File: src/uart_pkg.sv
package uart_pkg;

  // ******************************
  // frame format
  // ******************************

  localparam int cmd_width      = 16;
  localparam int data_bits      = 8;
  localparam int frame_bits     = 11; // start, 8 data, parity and stop.
  localparam int write_flag_bit = 15;

  // ******************************
  // command timing
  // ******************************

  localparam int gap_cycles         = 16; // idle clocks between the two frames of a write.
  localparam int reply_timeout_bits = 32;

  typedef enum logic [2:0] {
    idle,
    latch,
    send_hi,
    gap,
    send_lo,
    wait_reply,
    deliver
  } ctrl_state_e;

  // the parity bit makes the count of ones in data plus parity even.
  function automatic logic even_parity(input logic [data_bits-1:0] data);
    return ^data;
  endfunction

endpackage

File: src/uart_serial_if.sv
`timescale 1ns/1ns

interface uart_serial_if;

  logic                           tx_start; // one-cycle request for a frame.
  logic [uart_pkg::data_bits-1:0] tx_data;
  logic                           tx_done;

  logic [uart_pkg::data_bits-1:0] rx_data;
  logic                           rx_valid;
  logic                           rx_err; // replaces rx_valid on a bad frame.

  modport ctrl (
    output tx_start,
    output tx_data,
    input  tx_done,
    input  rx_data,
    input  rx_valid,
    input  rx_err
  );

  modport tx_side (
    input  tx_start,
    input  tx_data,
    output tx_done
  );

  modport rx_side (
    output rx_data,
    output rx_valid,
    output rx_err
  );

endinterface

File: src/uart_tx.sv
`timescale 1ns/1ns

module uart_tx #(
  parameter int clks_per_bit = 434
) (
  input  logic              clk,
  input  logic              rst_n,
  uart_serial_if.tx_side    sif,
  output logic              tx
);

  localparam int cnt_w   = $clog2(clks_per_bit);
  localparam int bit_w   = $clog2(uart_pkg::frame_bits);
  localparam int shift_w = uart_pkg::frame_bits - 1;

  logic               busy;
  logic [cnt_w-1:0]   clk_cnt;
  logic [bit_w-1:0]   bit_cnt;
  logic [shift_w-1:0] shreg; // data, parity and stop still to go out.
  logic               bit_end;
  logic               load;

  assign bit_end = busy && (clk_cnt == cnt_w'(clks_per_bit - 1));
  assign load    = sif.tx_start && !busy;

  // the stop bit is the last one, so its last cycle ends the frame.
  assign sif.tx_done = bit_end && (bit_cnt == bit_w'(uart_pkg::frame_bits - 1));

  always_ff @(posedge clk)
  begin
    if (load)
    begin
      shreg <= {1'b1, uart_pkg::even_parity(sif.tx_data), sif.tx_data};
    end
    else if (bit_end)
    begin
      shreg <= {1'b1, shreg[shift_w-1:1]};
    end
  end

  always_ff @(posedge clk or negedge rst_n)
  begin
    if (!rst_n)
    begin
      busy    <= 1'b0;
      clk_cnt <= '0;
      bit_cnt <= '0;
      tx      <= 1'b1;
    end
    else if (load)
    begin
      busy    <= 1'b1;
      clk_cnt <= '0;
      bit_cnt <= '0;
      tx      <= 1'b0; // start bit.
    end
    else if (bit_end)
    begin
      clk_cnt <= '0;
      if (sif.tx_done)
      begin
        busy <= 1'b0;
        tx   <= 1'b1;
      end
      else
      begin
        bit_cnt <= bit_cnt + 1'b1;
        tx      <= shreg[0];
      end
    end
    else if (busy)
    begin
      clk_cnt <= clk_cnt + 1'b1;
    end
  end

endmodule

File: src/uart_rx.sv
`timescale 1ns/1ns

module uart_rx #(
  parameter int clks_per_bit = 434
) (
  input  logic              clk,
  input  logic              rst_n,
  input  logic              rx,
  input  logic              rx_en,
  uart_serial_if.rx_side    sif
);

  localparam int cnt_w    = $clog2(clks_per_bit);
  localparam int bit_w    = $clog2(uart_pkg::frame_bits);
  localparam int shift_w  = uart_pkg::frame_bits - 1;
  localparam int half_bit = clks_per_bit / 2;

  typedef enum logic [1:0] {
    rx_idle,
    rx_start,
    rx_frame
  } rx_state_e;

  rx_state_e          state;
  logic               rx_meta;
  logic               rx_sync;
  logic               rx_prev;
  logic [cnt_w-1:0]   clk_cnt;
  logic [bit_w-1:0]   bit_cnt;
  logic [shift_w-1:0] shreg;
  logic [shift_w-1:0] frame_next;
  logic               sample;
  logic               last_sample;
  logic               frame_ok;

  assign sample      = (state == rx_frame) && (clk_cnt == cnt_w'(clks_per_bit - 1));
  assign last_sample = sample && (bit_cnt == bit_w'(uart_pkg::frame_bits - 2));
  assign frame_next  = {rx_sync, shreg[shift_w-1:1]};

  // stop bit must be high and the parity bit must match the data.
  assign frame_ok = frame_next[shift_w-1] &&
                    (frame_next[uart_pkg::data_bits] ==
                     uart_pkg::even_parity(frame_next[uart_pkg::data_bits-1:0]));

  always_ff @(posedge clk or negedge rst_n)
  begin
    if (!rst_n)
    begin
      rx_meta <= 1'b1;
      rx_sync <= 1'b1;
      rx_prev <= 1'b1;
    end
    else
    begin
      rx_meta <= rx;
      rx_sync <= rx_meta;
      rx_prev <= rx_sync;
    end
  end

  always_ff @(posedge clk)
  begin
    if (sample)
    begin
      shreg <= frame_next;
    end
    if (last_sample)
    begin
      sif.rx_data <= frame_next[uart_pkg::data_bits-1:0];
    end
  end

  always_ff @(posedge clk or negedge rst_n)
  begin
    if (!rst_n)
    begin
      state        <= rx_idle;
      clk_cnt      <= '0;
      bit_cnt      <= '0;
      sif.rx_valid <= 1'b0;
      sif.rx_err   <= 1'b0;
    end
    else
    begin
      sif.rx_valid <= 1'b0;
      sif.rx_err   <= 1'b0;
      clk_cnt      <= clk_cnt + 1'b1;
      case (state)
        rx_idle:
        begin
          clk_cnt <= '0;
          if (rx_en && rx_prev && !rx_sync)
          begin
            state <= rx_start;
          end
        end
        rx_start:
        begin
          if (clk_cnt == cnt_w'(half_bit - 1))
          begin
            clk_cnt <= '0;
            bit_cnt <= '0;
            state   <= rx_sync ? rx_idle : rx_frame; // a short glitch is dropped.
          end
        end
        rx_frame:
        begin
          if (sample)
          begin
            clk_cnt <= '0;
            bit_cnt <= bit_cnt + 1'b1;
          end
          if (last_sample)
          begin
            state        <= rx_idle;
            sif.rx_valid <= frame_ok;
            sif.rx_err   <= !frame_ok;
          end
        end
        default:
        begin
          state <= rx_idle;
        end
      endcase
    end
  end

endmodule

File: src/uart_cmd_ctrl.sv
`timescale 1ns/1ns

module uart_cmd_ctrl #(
  parameter int clks_per_bit = 434
) (
  input  logic                           clk,
  input  logic                           rst_n,
  input  logic [uart_pkg::cmd_width-1:0] cmd_in,
  input  logic                           cmd_vld,
  output logic                           cmd_rdy,
  output logic [uart_pkg::data_bits-1:0] read_data,
  output logic                           read_rdy,
  output logic                           rx_en,
  uart_serial_if.ctrl                    sif
);

  // a reply that starts just before the limit still has time to finish.
  localparam int timeout_bits = uart_pkg::reply_timeout_bits + uart_pkg::frame_bits;
  localparam int cnt_w        = $clog2(clks_per_bit);
  localparam int tbit_w       = $clog2(timeout_bits);
  localparam int gap_w        = $clog2(uart_pkg::gap_cycles);

  uart_pkg::ctrl_state_e          state;
  logic [uart_pkg::cmd_width-1:0] cmd_buf;
  logic [gap_w-1:0]               gap_cnt;
  logic [cnt_w-1:0]               wait_clk_cnt;
  logic [tbit_w-1:0]              wait_bit_cnt;
  logic                           gap_end;
  logic                           wait_bit_end;
  logic                           timeout;

  // deliver also accepts a new command, so cmd_rdy rises with read_rdy.
  assign cmd_rdy  = (state == uart_pkg::idle) || (state == uart_pkg::deliver);
  assign read_rdy = (state == uart_pkg::deliver);
  assign rx_en    = (state == uart_pkg::wait_reply);

  assign sif.tx_data = (state == uart_pkg::send_lo) ?
                       cmd_buf[uart_pkg::data_bits-1:0] :
                       cmd_buf[uart_pkg::cmd_width-1:uart_pkg::data_bits];

  assign gap_end      = (gap_cnt == gap_w'(uart_pkg::gap_cycles - 2));
  assign wait_bit_end = (wait_clk_cnt == cnt_w'(clks_per_bit - 1));
  assign timeout      = rx_en && wait_bit_end && (wait_bit_cnt == tbit_w'(timeout_bits - 1));

  // ******************************
  // command and reply registers
  // ******************************

  always_ff @(posedge clk)
  begin
    if (cmd_rdy && cmd_vld)
    begin
      cmd_buf <= cmd_in;
    end
    if (rx_en && sif.rx_valid)
    begin
      read_data <= sif.rx_data;
    end
  end

  // ******************************
  // gap and reply timers
  // ******************************

  always_ff @(posedge clk or negedge rst_n)
  begin
    if (!rst_n)
    begin
      gap_cnt      <= '0;
      wait_clk_cnt <= '0;
      wait_bit_cnt <= '0;
    end
    else
    begin
      gap_cnt <= (state == uart_pkg::gap) ? gap_cnt + 1'b1 : '0;
      if (!rx_en)
      begin
        wait_clk_cnt <= '0;
        wait_bit_cnt <= '0;
      end
      else if (wait_bit_end)
      begin
        wait_clk_cnt <= '0;
        wait_bit_cnt <= wait_bit_cnt + 1'b1;
      end
      else
      begin
        wait_clk_cnt <= wait_clk_cnt + 1'b1;
      end
    end
  end

  // ******************************
  // command FSM
  // ******************************

  always_ff @(posedge clk or negedge rst_n)
  begin
    if (!rst_n)
    begin
      state        <= uart_pkg::idle;
      sif.tx_start <= 1'b0;
    end
    else
    begin
      sif.tx_start <= 1'b0;
      case (state)
        uart_pkg::idle, uart_pkg::deliver:
        begin
          state <= cmd_vld ? uart_pkg::latch : uart_pkg::idle;
        end
        uart_pkg::latch:
        begin
          state        <= uart_pkg::send_hi;
          sif.tx_start <= 1'b1;
        end
        uart_pkg::send_hi:
        begin
          if (sif.tx_done)
          begin
            state <= cmd_buf[uart_pkg::write_flag_bit] ? uart_pkg::gap : uart_pkg::wait_reply;
          end
        end
        uart_pkg::gap:
        begin
          if (gap_end)
          begin
            state        <= uart_pkg::send_lo;
            sif.tx_start <= 1'b1; // start bit follows the last gap cycle.
          end
        end
        uart_pkg::send_lo:
        begin
          if (sif.tx_done)
          begin
            state <= uart_pkg::idle;
          end
        end
        uart_pkg::wait_reply:
        begin
          if (sif.rx_valid)
          begin
            state <= uart_pkg::deliver;
          end
          else if (sif.rx_err || timeout)
          begin
            state <= uart_pkg::idle; // read ends without data.
          end
        end
        default:
        begin
          state <= uart_pkg::idle;
        end
      endcase
    end
  end

endmodule

File: src/uart.sv
`timescale 1ns/1ns

module uart #(
  parameter int clks_per_bit = 434
) (
  input  logic                           clk,
  input  logic                           rst_n,
  input  logic [uart_pkg::cmd_width-1:0] cmd_in,
  input  logic                           cmd_vld,
  input  logic                           rx,
  output logic                           tx,
  output logic                           cmd_rdy,
  output logic                           read_rdy,
  output logic [uart_pkg::data_bits-1:0] read_data
);

  logic rx_en;

  uart_serial_if sif_i ();

  uart_cmd_ctrl #(
    .clks_per_bit (clks_per_bit)
  ) ctrl_i (
    .clk       (clk),
    .rst_n     (rst_n),
    .cmd_in    (cmd_in),
    .cmd_vld   (cmd_vld),
    .cmd_rdy   (cmd_rdy),
    .read_data (read_data),
    .read_rdy  (read_rdy),
    .rx_en     (rx_en),
    .sif       (sif_i.ctrl)
  );

  uart_tx #(
    .clks_per_bit (clks_per_bit)
  ) tx_i (
    .clk   (clk),
    .rst_n (rst_n),
    .sif   (sif_i.tx_side),
    .tx    (tx)
  );

  // the receiver only listens while a read waits for its reply.
  uart_rx #(
    .clks_per_bit (clks_per_bit)
  ) rx_i (
    .clk   (clk),
    .rst_n (rst_n),
    .rx    (rx),
    .rx_en (rx_en),
    .sif   (sif_i.rx_side)
  );

endmodule

File: config.mk
export PLATFORM = sky130hd
export DESIGN_NAME = uart
export DESIGN_NICKNAME = d
export VERILOG_FILES = /design/src/uart_pkg.sv /design/src/uart_serial_if.sv /design/src/uart_tx.sv /design/src/uart_rx.sv /design/src/uart_cmd_ctrl.sv /design/src/uart.sv
export SDC_FILE = /design/constraint.sdc
export NUM_CORES = 1
export LEC_CHECK = 0
export BUFFER_PORTS_ARGS = -buffer_cell sky130_fd_sc_hd__buf_4
export CELL_PAD_IN_SITES_DETAIL_PLACEMENT = 0
export CELL_PAD_IN_SITES_GLOBAL_PLACEMENT = 1
export CORE_MARGIN = 2
export CORE_UTILIZATION = 45
export CTS_BUF_LIST = sky130_fd_sc_hd__clkbuf_8
export DETAILED_ROUTE_END_ITERATION = 10
export PLACE_DENSITY_LB_ADDON = 0.1
export SYNTH_ARGS = -nofsm -noshare
export SYNTH_HDL_FRONTEND = slang
export SYNTH_SLANG_ARGS = --single-unit
File: constraint.sdc
create_clock -name clk -period 2.6 [get_ports clk]
set_input_delay 0.39 -clock clk [delete_from_list [all_inputs] [get_ports clk]]
set_output_delay 0.39 -clock clk [all_outputs]
set_load 0.03 [all_outputs]
==> implementation parameters, run 1 <==
Parameter                              Value

Timing
  Setup repair after global routing missed its margin ... no
  Setup clock skew after layout ... 0.0126 ns
  Achievable frequency ... 509 MHz
  Setup tns final ... 0 ns
  Final count of pins violating max slew ... 0
  Transition time at the pin with the least slew margin ... 0.737 ns
  Tightest slew margin relative to the limit ... 0.509
  Number of failing hold endpoints at the final stage ... 0
  Min Clock Period, post-route ... 1.96 ns
  Final setup violation count ... 0
  Period utilisation layout ... 0.756

Global route
  Overflow left after global routing ... 0
  Wire length of the first global-routing pass ... 13,400 um
  Maximum number of pins on one net before global-route repair ... 59
  Via count of the first global-routing pass ... 2,797
  Number of antenna violations at the first check in global routing ... 0
  Total GRT Usage ... 0.150

Floorplan
  Floorplan die height ... 108 um
  Core region area ... 10,400 um2
  Total number of placement rows ... 37
  Area of the die ... 11,600 um2
  Effective utilization at floorplan ... 0.466
  Num ports ... 31
  Overall die width ... 108 um

Power and ir drop
  Part of the total power dissipated in combinational logic ... 0.199
  Sequential cell fraction of total power ... 0.544
  Leakage power ... 2.15 nW
  Max IR drop VDD ... 0.000427 V
  Part of the power in the clock network ... 0.257
  Cell internal pwr ... 2.74 mW
  Switching power of the nets ... 1.25 mW
  Switching portion of total power ... 0.314
  Areal power density over the cells ... 739 nW/um2

Cells and area
  Antenna Cells ... 0
  Final design instance area without fill ... 5400 um2
  Final Net Count ... 463
  Ratio of cells with drive above 1 in the final layout ... 0.148
  Filler cells ... 917
  Area overhead of the layout relative to synthesis ... 11.8%

Job
  Count of max-cap constraint violations ... 0

CTS
  Cell chosen for the clock root ... clkbuf_8
  Maximum number of buffers from clock root to sink ... 2
  Number of hold-repair buffers added at the cts stage ... 0
  PostCTS Resize Cnt ... 0
  TritonCTS Buffers ... 9
  TritonCTS sink count ... 108
  H-tree lvl count ... 3
  Insertion delay to the later sink of the worst-skew pair ... 0.38 ns
  TritonCTS clock tree ... built
  Clk slew on worst S/H paths ... 0.12 ns
  Post CTS Setup Buffer Count ... 0

Synthesis
  Most frequently used cell type in the post-synthesis netlist ... dfrtp_1
  Synth async-reset ratio ... 0.537
  Net Count, Synth ... 428
  Post-synth design cell area ... 4830 um2
  Number of distinct library cells after synthesis ... 53
  Main synth FF type ... dfrtp_1
  Syn_area_per_cell ... 12.3 um2
  Number of warning messages in the yosys log ... 0
  Sequential cell area fraction in the yosys report ... 0.612
  Count of mapped cells out of synthesis ... 393
  Cell accounting for the most synthesized area ... edfxtp_1
  Flops & latches, synth ... 108
  Count of flip-flops with a built-in enable after synthesis ... 50
  Area share of the largest cell type after synthesis ... 0.311
  Most frequent cells after synthesis ... 54 x dfrtp_1, 50 x edfxtp_1, 41 x nor2_1
  Dominant cells by area after synthesis ... edfxtp_1 31%, dfrtp_1 28%, xnor2_1 4.9%

Worst setup path
  Startpoint type of the worst setup path ... flop
  Critical Path Sink Type ... flop
  Critical Path AT ... 2.23 ns
  Req. time, crit path ... 2.87 ns
  Critical-path maximum fanout ... 16
  Classification of the worst setup path ... flop to flop

Detailed routing
  Routed wire length ... 7780 um
  Remaining antenna violation count ... 0
  Highest routing layer actually used ... met4
  DRC marker count from the first detailed-route iteration ... 160
  Mean routed wirelength per cell ... 13.7 um
  Via count ... 2,822
  First drt pass iteration count ... 4
  Vias per inst ... 4.96
  Length of routed wiring on met1 ... 3650 um
  Drt drc ... 0
  Total met3 wirelength after detailed routing ... 234 um
  Wire length on met2 ... 3760 um

Outcome
  Status ... completed

Placement
  Final weighted congestion in routability-driven placement ... 0.756
  Final HPWL from detailed placement ... 5510 um
  Buffers on Ports ... 30
  Post-place instance area ... 5190 um2

Min path
  Class of the most critical hold timing path ... input port to async pin
-- sequential cells by signal, indices dropped and copies added, names as in the netlist, 2 cells and up --
| signal | cells |
|---|---|
| ctrl_i.cmd_buf | 16 |
| ctrl_i.wait_clk_cnt | 9 |
| rx_i.clk_cnt | 9 |
| rx_i.shreg | 9 |
| tx_i.clk_cnt | 9 |
| tx_i.shreg | 9 |
| ctrl_i.read_data | 8 |
| rx_i.sif.rx_data | 8 |
| ctrl_i.wait_bit_cnt | 6 |
| ctrl_i.gap_cnt | 4 |
| rx_i.bit_cnt | 4 |
| tx_i.bit_cnt | 4 |
| ctrl_i.state | 3 |
| rx_i.state | 2 |
-- layout make-up --
type	instances	area [um2]	area share
flip-flops and latches	108	2960	0.547
inverters	12	47.5	0.00880
repair buffers	33	248	0.0459
clock buffers	9	124	0.0229
clock inverters	7	83.8	0.0155
multi-input cells	264	1770	0.328
well taps	136	170	0.0315
-- placed cells by master, fill, tap and decap left out, types with 4 or more instances in the layout --
master / Yosys / final
dfstp_2: 4 / 4
clkbuf_8: 0 / 9
nand2b_1: 4 / 4
nor2b_1: 6 / 6
nand4_1: 7 / 7
inv_1: 11 / 11
xnor2_1: 27 / 27
o21ai_0: 5 / 5
a21oi_1: 9 / 9
edfxtp_1: 50 / 50
nand3_1: 17 / 17
xor2_1: 22 / 22
dfrtp_1: 54 / 54
mux2i_1: 12 / 12
buf_4: 0 / 33
nor3_1: 5 / 5
nand2_1: 31 / 31
and3_1: 10 / 10
nor2_1: 41 / 41
ha_1: 15 / 15
o21ai_1: 13 / 13
-- worst paths after layout --
path | from | end | slack [ns] | depth (start not counted)
worst min register to register | rx_i.rx_meta | rx_i.rx_sync | 0.36 | 0
worst min-delay path | rst_n | tx_i.clk_cnt[7] | 0.05 | 1
worst max-delay path | tx_i.busy | tx_i.bit_cnt[3] | 0.64 | 7
min in group clk | rx | rx_i.rx_meta | 0.10 | 1
worst max register to register | tx_i.busy | tx_i.bit_cnt[3] | 0.64 | 7
max in group asynchronous | rst_n | tx_i.bit_cnt[0] | 2.05 | 1
-- power groups by stage --
stage                     clock (mW)  sequential (mW)  combinational, mW
after floorplan                    0             2.15              0.639
after global placement             0             2.20              0.802
after detailed placement           0             2.21              0.805
after CTS                       1.08             2.17              0.807
after global routing            1.14             2.21              0.916
final                           1.03             2.17              0.795
-- through the flow --
stage               cells  worst slack [ns]  hold WS (ns)  power (mW)  utilization
floorplan             393             0.335        0.0944        2.79            -
global placement      553             0.699         0.347        3.00        0.501
detailed placement    553             0.643         0.347        3.01        0.501
CTS                   569             0.638        0.0753        4.06        0.521
global route          569             0.410        0.0599        4.26        0.521
finish                569             0.635        0.0528        3.99        0.521
-- kinds of logic (layout without fill, tap and decap cells) --
| group | after synthesis | in the layout | share of synthesized area |
|---|---|---|---|
| buffers and inverters | 21 | 61 | 0.0210 |
| AND/OR/NAND/NOR | 145 | 145 | 0.157 |
| flip-flops | 108 | 108 | 0.612 |
| adder cells (fa/ha/maj) | 15 | 15 | 0.0389 |
| XOR/XNOR | 49 | 49 | 0.0888 |
| AO/OA/AOI/OAI | 43 | 43 | 0.0570 |
| multiplexers | 12 | 12 | 0.0249 |
-- worst max-delay path: stages (launching register included) --
cell     delay [ns]
dfrtp_1        0.54
nor4b_2        0.30
and4_1         0.43
nor2_4         0.09
inv_4          0.17
nand4_1        0.13
xor2_1         0.14
nor2_1         0.05
-- per-layer routing --
metal	track usage	vias up
met5	0	-
met4	0.0577	0
met3	0.0412	9
met2	0.232	30
met1	0.201	1342
li1	-	1441
Note: power is estimated with default switching activity, not from simulation.
==> run 2, diff against run 1 <==
==> constraint.sdc (replaced) <==
create_clock -name clk -period 1.6 [get_ports clk]
set_input_delay 0.24 -clock clk [delete_from_list [all_inputs] [get_ports clk]]
set_output_delay 0.24 -clock clk [all_outputs]
set_load 0.03 [all_outputs]
==> implementation parameters, run 2 (synthesis results as in run 1) <==
Parameter                              Value

Worst setup path
  Startpoint type of the worst setup path ... flop
  Critical Path AT ... 1.42 ns
  Ordered list of cells on the worst path ... buf_4 -> nor2b_4 -> nor3_4 -> buf_6
  Req. time, crit path ... 1.36 ns
  Buffers & Inverters on Critical Path ... 2
  Critical-path maximum fanout ... 4
  Critical Path Sink Type ... output port
  Family with the most delay on the worst path ... flip-flops
  CP peak stage delay ... 0.41 ns
  Classification of the worst setup path ... flop to output port
  Slowest cell on crit path ... dfrtp_1

CTS
  Insertion delay to the later sink of the worst-skew pair ... 0.38 ns
  TritonCTS sink count ... 108
  Cell chosen for the clock root ... clkbuf_8
  TritonCTS clock tree ... built
  H-tree lvl count ... 3
  Clk slew on worst S/H paths ... 0.11 ns
  Maximum number of buffers from clock root to sink ... 2
  TritonCTS Buffers ... 9

Global route
  Number of antenna violations at the first check in global routing ... 0
  Global routing met3 resource utilization ... 0.0339
  Met1 track utilization from global routing ... 0.214
  Overflow left after global routing ... 0
  Wire length of the first global-routing pass ... 14,500 um
  Via count of the first global-routing pass ... 3,024
  Global-route track usage on met2 ... 0.264
  Maximum number of pins on one net before global-route repair ... 30
  Total GRT Usage ... 0.161
  Layer with the highest usage after global routing ... met2

Timing
  Final setup margin ... -0.0588 ns
  Number of failing hold endpoints at the final stage ... 0
  Setup tns final ... -0.0588 ns
  Tightest slew margin relative to the limit ... 0.736
  Final setup violation count ... 1
  Min Clock Period, post-route ... 1.66 ns
  Setup repair after global routing missed its margin ... yes
  Final count of pins violating max slew ... 0
  Transition time at the pin with the least slew margin ... 0.397 ns
  Setup clock skew after layout ... 0.0109 ns
  Period utilisation layout ... 1.04
  Achievable frequency ... 603 MHz

Detailed routing
  Drt drc ... 0
  Routed wire length ... 8680 um
  DRC marker count from the first detailed-route iteration ... 155
  Vias per inst ... 4.91
  Via count ... 3,059
  First drt pass iteration count ... 4
  Mean routed wirelength per cell ... 13.9 um
  Remaining antenna violation count ... 0

Cells and area
  Commonest cells after routing, fill and taps aside ... 72 x buf_4, 53 x dfrtp_1, 50 x edfxtp_1
  Post-route core utilization ... 0.582
  Most common cell after layout, fill and taps aside ... buf_4
  Final design instance area without fill ... 6030 um2
  Top register by number of flip-flops ... ctrl_i.cmd_buf
  Multi-input gate area ... 1890 um2
  Area overhead of the layout relative to synthesis ... 24.9%
  Filler cells ... 888
  Post-Layout Cell Count ... 623
  Ratio of cells with drive above 1 in the final layout ... 0.281
  Final Net Count ... 517
  Max FFs per register ... 16
  Sequential cell area ... 2960 um2
  Antenna Cells ... 0

Power and ir drop
  Cell internal pwr ... 4.79 mW
  Sequential cell fraction of total power ... 0.492
  Areal power density over the cells ... 1160 nW/um2
  Max IR drop VDD ... 0.000568 V
  Switching portion of total power ... 0.317
  Part of the power in the clock network ... 0.244
  Part of the total power dissipated in combinational logic ... 0.264
  Leakage power ... 2.49 nW
  Switching power of the nets ... 2.22 mW

Placement
  Final HPWL from detailed placement ... 6200 um
  Buffers on Ports ... 30
  Post-place instance area ... 5610 um2
  Cells after DPL ... 595
  Final weighted congestion in routability-driven placement ... 0.802
  Worst setup slack after placement ... -0.0745 ns

Job
  Count of max-cap constraint violations ... 0

Outcome
  Violations in the final reports ... setup timing
  Status ... finished with violations

Floorplan
  Num ports ... 31
  Effective utilization at floorplan ... 0.466
  Floorplan die height ... 108 um
  Overall die width ... 108 um
  Core region area ... 10,400 um2
  Total number of placement rows ... 37
  Area of the die ... 11,600 um2

Min path
  Class of the most critical hold timing path ... input port to flop
==> run 2: cell types whose count changed in the layout (fill, tap and decap cells not counted), sizes merged <==
cell         delta
buf            +51
dlygate4sd3     +2
clkbuf          +1
==> run 2: timing repair <==
| item | CTS | global route |
|---|---|---|
| resized for setup | 11 | 21 |
| hold buffers | 2 | 0 |
| setup endpoints to repair | 28 | 68 |
| buffers inserted | 2 | 8 |
| cloned | 0 | 1 |
| endpoints found under the hold margin | 27 | 0 |
| pin swaps | 3 | 16 |
==> run 2: cell type report <==
cell class | count | area share
clock buffers | 9 | 0.0205
clock inverters | 7 | 0.0139
inverters | 12 | 0.00788
multi-input cells | 264 | 0.312
flip-flops and latches | 108 | 0.490
well taps | 136 | 0.0282
repair buffers | 87 | 0.127
==> run 2: power groups by stage <==
stage	sequential (mW)	clock, mW	combinational (mW)
final	3.45	1.71	1.85
after CTS	3.43	1.79	1.78
after global routing	3.49	1.88	2.07
after detailed placement	3.48	0	1.73
after global placement	3.47	0	1.72
after floorplan	3.49	0	1.07
==> run 2: path summary, 6_finish.rpt <==
kind | end | slack (ns) | depth (start not counted) | start
worst max register to register | tx_i.shreg[1] | 0.01 | 5 | ctrl_i.state[1]
worst max-delay path | cmd_rdy | -0.06 | 4 | ctrl_i.state[1]
worst min register to register | rx_i.rx_sync | 0.36 | 0 | rx_i.rx_meta
min in group asynchronous | tx_i.clk_cnt[4] | 0.32 | 2 | rst_n
worst min-delay path | ctrl_i.cmd_buf[11] | 0.03 | 1 | cmd_in[11]
max in group asynchronous | tx_i.tx | 0.72 | 3 | rst_n
==> run 2: through the flow <==
stage | hold WS, ns | total power [mW]
final | 0.0314 | 7.01
after global placement | 0.202 | 5.19
after CTS | 0.0133 | 7.01
after floorplan | -0.0556 | 4.56
after detailed placement | 0.200 | 5.22
after global routing | 0.0110 | 7.43
==> run 2: layer usage <==
layer	up-vias	wire length, um	part of all wire
met4	0	122	0.014
met5	-	0	0
met2	23	4400	0.51
met1	1476	3990	0.46
met3	9	176	0.020
li1	1551	-	-
==> run 3, diff against run 2 <==
--- a/config.mk
+++ b/config.mk
@@ -8,11 +8,13 @@
 export BUFFER_PORTS_ARGS = -buffer_cell sky130_fd_sc_hd__buf_4
 export CELL_PAD_IN_SITES_DETAIL_PLACEMENT = 0
 export CELL_PAD_IN_SITES_GLOBAL_PLACEMENT = 1
+export CORE_ASPECT_RATIO = 0.75
 export CORE_MARGIN = 2
-export CORE_UTILIZATION = 45
+export CORE_UTILIZATION = 46
 export CTS_BUF_LIST = sky130_fd_sc_hd__clkbuf_8
 export DETAILED_ROUTE_END_ITERATION = 10
 export PLACE_DENSITY_LB_ADDON = 0.1
+export RECOVER_POWER = 100
 export SYNTH_ARGS = -nofsm -noshare
 export SYNTH_HDL_FRONTEND = slang
 export SYNTH_SLANG_ARGS = --single-unit
==> implementation parameters, run 3 (synthesis results as in run 1) <==
Parameter                              Value

Floorplan
  Area of the die ... 11,300 um2
  Core region area ... 10,200 um2
  Floorplan die height ... 92.8 um
  Num ports ... 31
  Total number of placement rows ... 32
  Effective utilization at floorplan ... 0.471
  Overall die width ... 122 um

Power and ir drop
  Switching power of the nets ... 2.26 mW
  Cell internal pwr ... 4.88 mW
  Sequential cell fraction of total power ... 0.479
  Part of the power in the clock network ... 0.237
  Areal power density over the cells ... 1180 nW/um2
  Part of the total power dissipated in combinational logic ... 0.283
  Switching portion of total power ... 0.317
  Leakage power ... 2.48 nW
  Max IR drop VDD ... 0.000603 V

CTS
  TritonCTS sink count ... 108
  Maximum number of buffers from clock root to sink ... 2
  H-tree lvl count ... 3
  Insertion delay to the later sink of the worst-skew pair ... 0.37 ns
  TritonCTS Buffers ... 9
  TritonCTS clock tree ... built
  Cell chosen for the clock root ... clkbuf_8
  Clk slew on worst S/H paths ... 0.11 ns

Outcome
  Status ... finished with violations
  Violations in the final reports ... setup timing

Timing
  Final setup margin ... -0.0781 ns
  Period utilisation layout ... 1.05
  Setup clock skew after layout ... 0.00827 ns
  Achievable frequency ... 596 MHz
  Final count of pins violating max slew ... 0
  Tightest slew margin relative to the limit ... 0.450
  Setup repair after global routing missed its margin ... yes
  Number of failing hold endpoints at the final stage ... 0
  Min Clock Period, post-route ... 1.68 ns
  Final setup violation count ... 2
  Setup tns final ... -0.115 ns
  Transition time at the pin with the least slew margin ... 0.825 ns

Worst setup path
  Ordered list of cells on the worst path ... and2b_1 -> buf_6 -> nor3_4 -> buf_6
  Slowest cell on crit path ... dfrtp_1
  Req. time, crit path ... 1.36 ns
  Critical Path Sink Type ... output port
  Startpoint type of the worst setup path ... flop
  CP dominant cell by count ... buf_6
  CP peak stage delay ... 0.40 ns
  Classification of the worst setup path ... flop to output port
  Family with the most delay on the worst path ... flip-flops
  Buffers & Inverters on Critical Path ... 2
  Critical Path AT ... 1.44 ns
  Critical-path maximum fanout ... 3

Cells and area
  Antenna Cells ... 0
  Sequential cell area ... 2960 um2
  Filler cells ... 883
  Area overhead of the layout relative to synthesis ... 25.0%
  Multi-input gate area ... 1920 um2
  Final Net Count ... 526
  Post-route core utilization ... 0.589
  Commonest cells after routing, fill and taps aside ... 53 x dfrtp_1, 50 x edfxtp_1, 45 x buf_4
  Max FFs per register ... 16
  Top register by number of flip-flops ... ctrl_i.cmd_buf
  Most common cell after layout, fill and taps aside ... dfrtp_1
  Ratio of cells with drive above 1 in the final layout ... 0.272

Min path
  Class of the most critical hold timing path ... input port to flop

Detailed routing
  DRC marker count from the first detailed-route iteration ... 176
  Vias per inst ... 4.90
  Mean routed wirelength per cell ... 13.9 um
  Via count ... 3,094
  Remaining antenna violation count ... 0
  Routed wire length ... 8760 um
  Drt drc ... 0
  First drt pass iteration count ... 7

Placement
  Buffers on Ports ... 30
  Final HPWL from detailed placement ... 6060 um
  Final weighted congestion in routability-driven placement ... 0.789

Job
  Count of max-cap constraint violations ... 0

Global route
  Maximum number of pins on one net before global-route repair ... 34
  Via count of the first global-routing pass ... 2,993
  Wire length of the first global-routing pass ... 14,300 um
  Overflow left after global routing ... 0
  Number of antenna violations at the first check in global routing ... 0
  Total GRT Usage ... 0.162
[run 3: final timing paths]
check / startpoint / to / slack [ns] / cells past startpoint
min in group asynchronous: rst_n / rx_i.bit_cnt[1] / 0.48 / 2
max in group asynchronous: rst_n / ctrl_i.state[0] / 0.30 / 3
worst min-delay path: cmd_in[3] / ctrl_i.cmd_buf[3] / 0.06 / 1
worst max-delay path: ctrl_i.state[2] / cmd_rdy / -0.08 / 4
worst min register to register: rx_i.rx_meta / rx_i.rx_sync / 0.37 / 0
worst max register to register: ctrl_i.state[1] / tx_i.shreg[4] / -0.04 / 5
[run 3: per-stage QoR]
step | hold WS (ns) | cells | setup slack [ns] | power [mW] | cell area (um2)
global route | 0.0276 | 632 | -0.152 | 7.57 | 6040
detailed placement | 0.213 | 596 | -0.0651 | 5.22 | 5610
finish | 0.0563 | 632 | -0.0781 | 7.14 | 6040
CTS | 0.0114 | 620 | -0.104 | 7.11 | 5920
global placement | 0.209 | 596 | 0.0330 | 5.20 | 5610
floorplan | -0.0556 | 393 | -0.0333 | 4.56 | 4850
[run 3: cell type report]
| class | instances | share of cell area |
|---|---|---|
| clock buffers | 9 | 0.0205 |
| flip-flops and latches | 108 | 0.490 |
| clock inverters | 7 | 0.0139 |
| repair buffers | 93 | 0.122 |
| multi-input cells | 267 | 0.318 |
| inverters | 12 | 0.00787 |
| well taps | 136 | 0.0282 |
[run 3: worst reg2reg max path, cell delays in order (launching register included)]
cell,delay (ns)
dfrtp_1,0.40
and2b_1,0.25
nor2b_2,0.23
clkbuf_4,0.22
mux2i_2,0.24
o21ai_1,0.07
[run 3: routing by layer]
metal,share of wire,wire length [um],track usage
met1,0.52,4520,0.239
met2,0.45,3960,0.235
met5,0,0,0
met3,0.023,200,0.0425
met4,0.0095,83,0.0431
[run 3: power groups by stage]
stage          registers (mW)  clock network, mW  logic (mW)
5_1_grt                  3.46               1.86        2.24
3_3_place_gp             3.48                  0        1.72
4_1_cts                  3.41               1.76        1.94
6_report                 3.42               1.69        2.02
3_5_place_dp             3.48                  0        1.74
2_1_floorplan            3.49                  0        1.07
[run 3: what timing repair did]
item | 4_1_cts | 5_1_grt
cloned | 0 | 4
endpoints found under the setup margin | 18 | 76
pin swaps | 4 | 14
hold endpoints to repair | 27 | 0
gates resized for setup | 12 | 28
buffers inserted | 6 | 9
hold buffers | 2 | 0
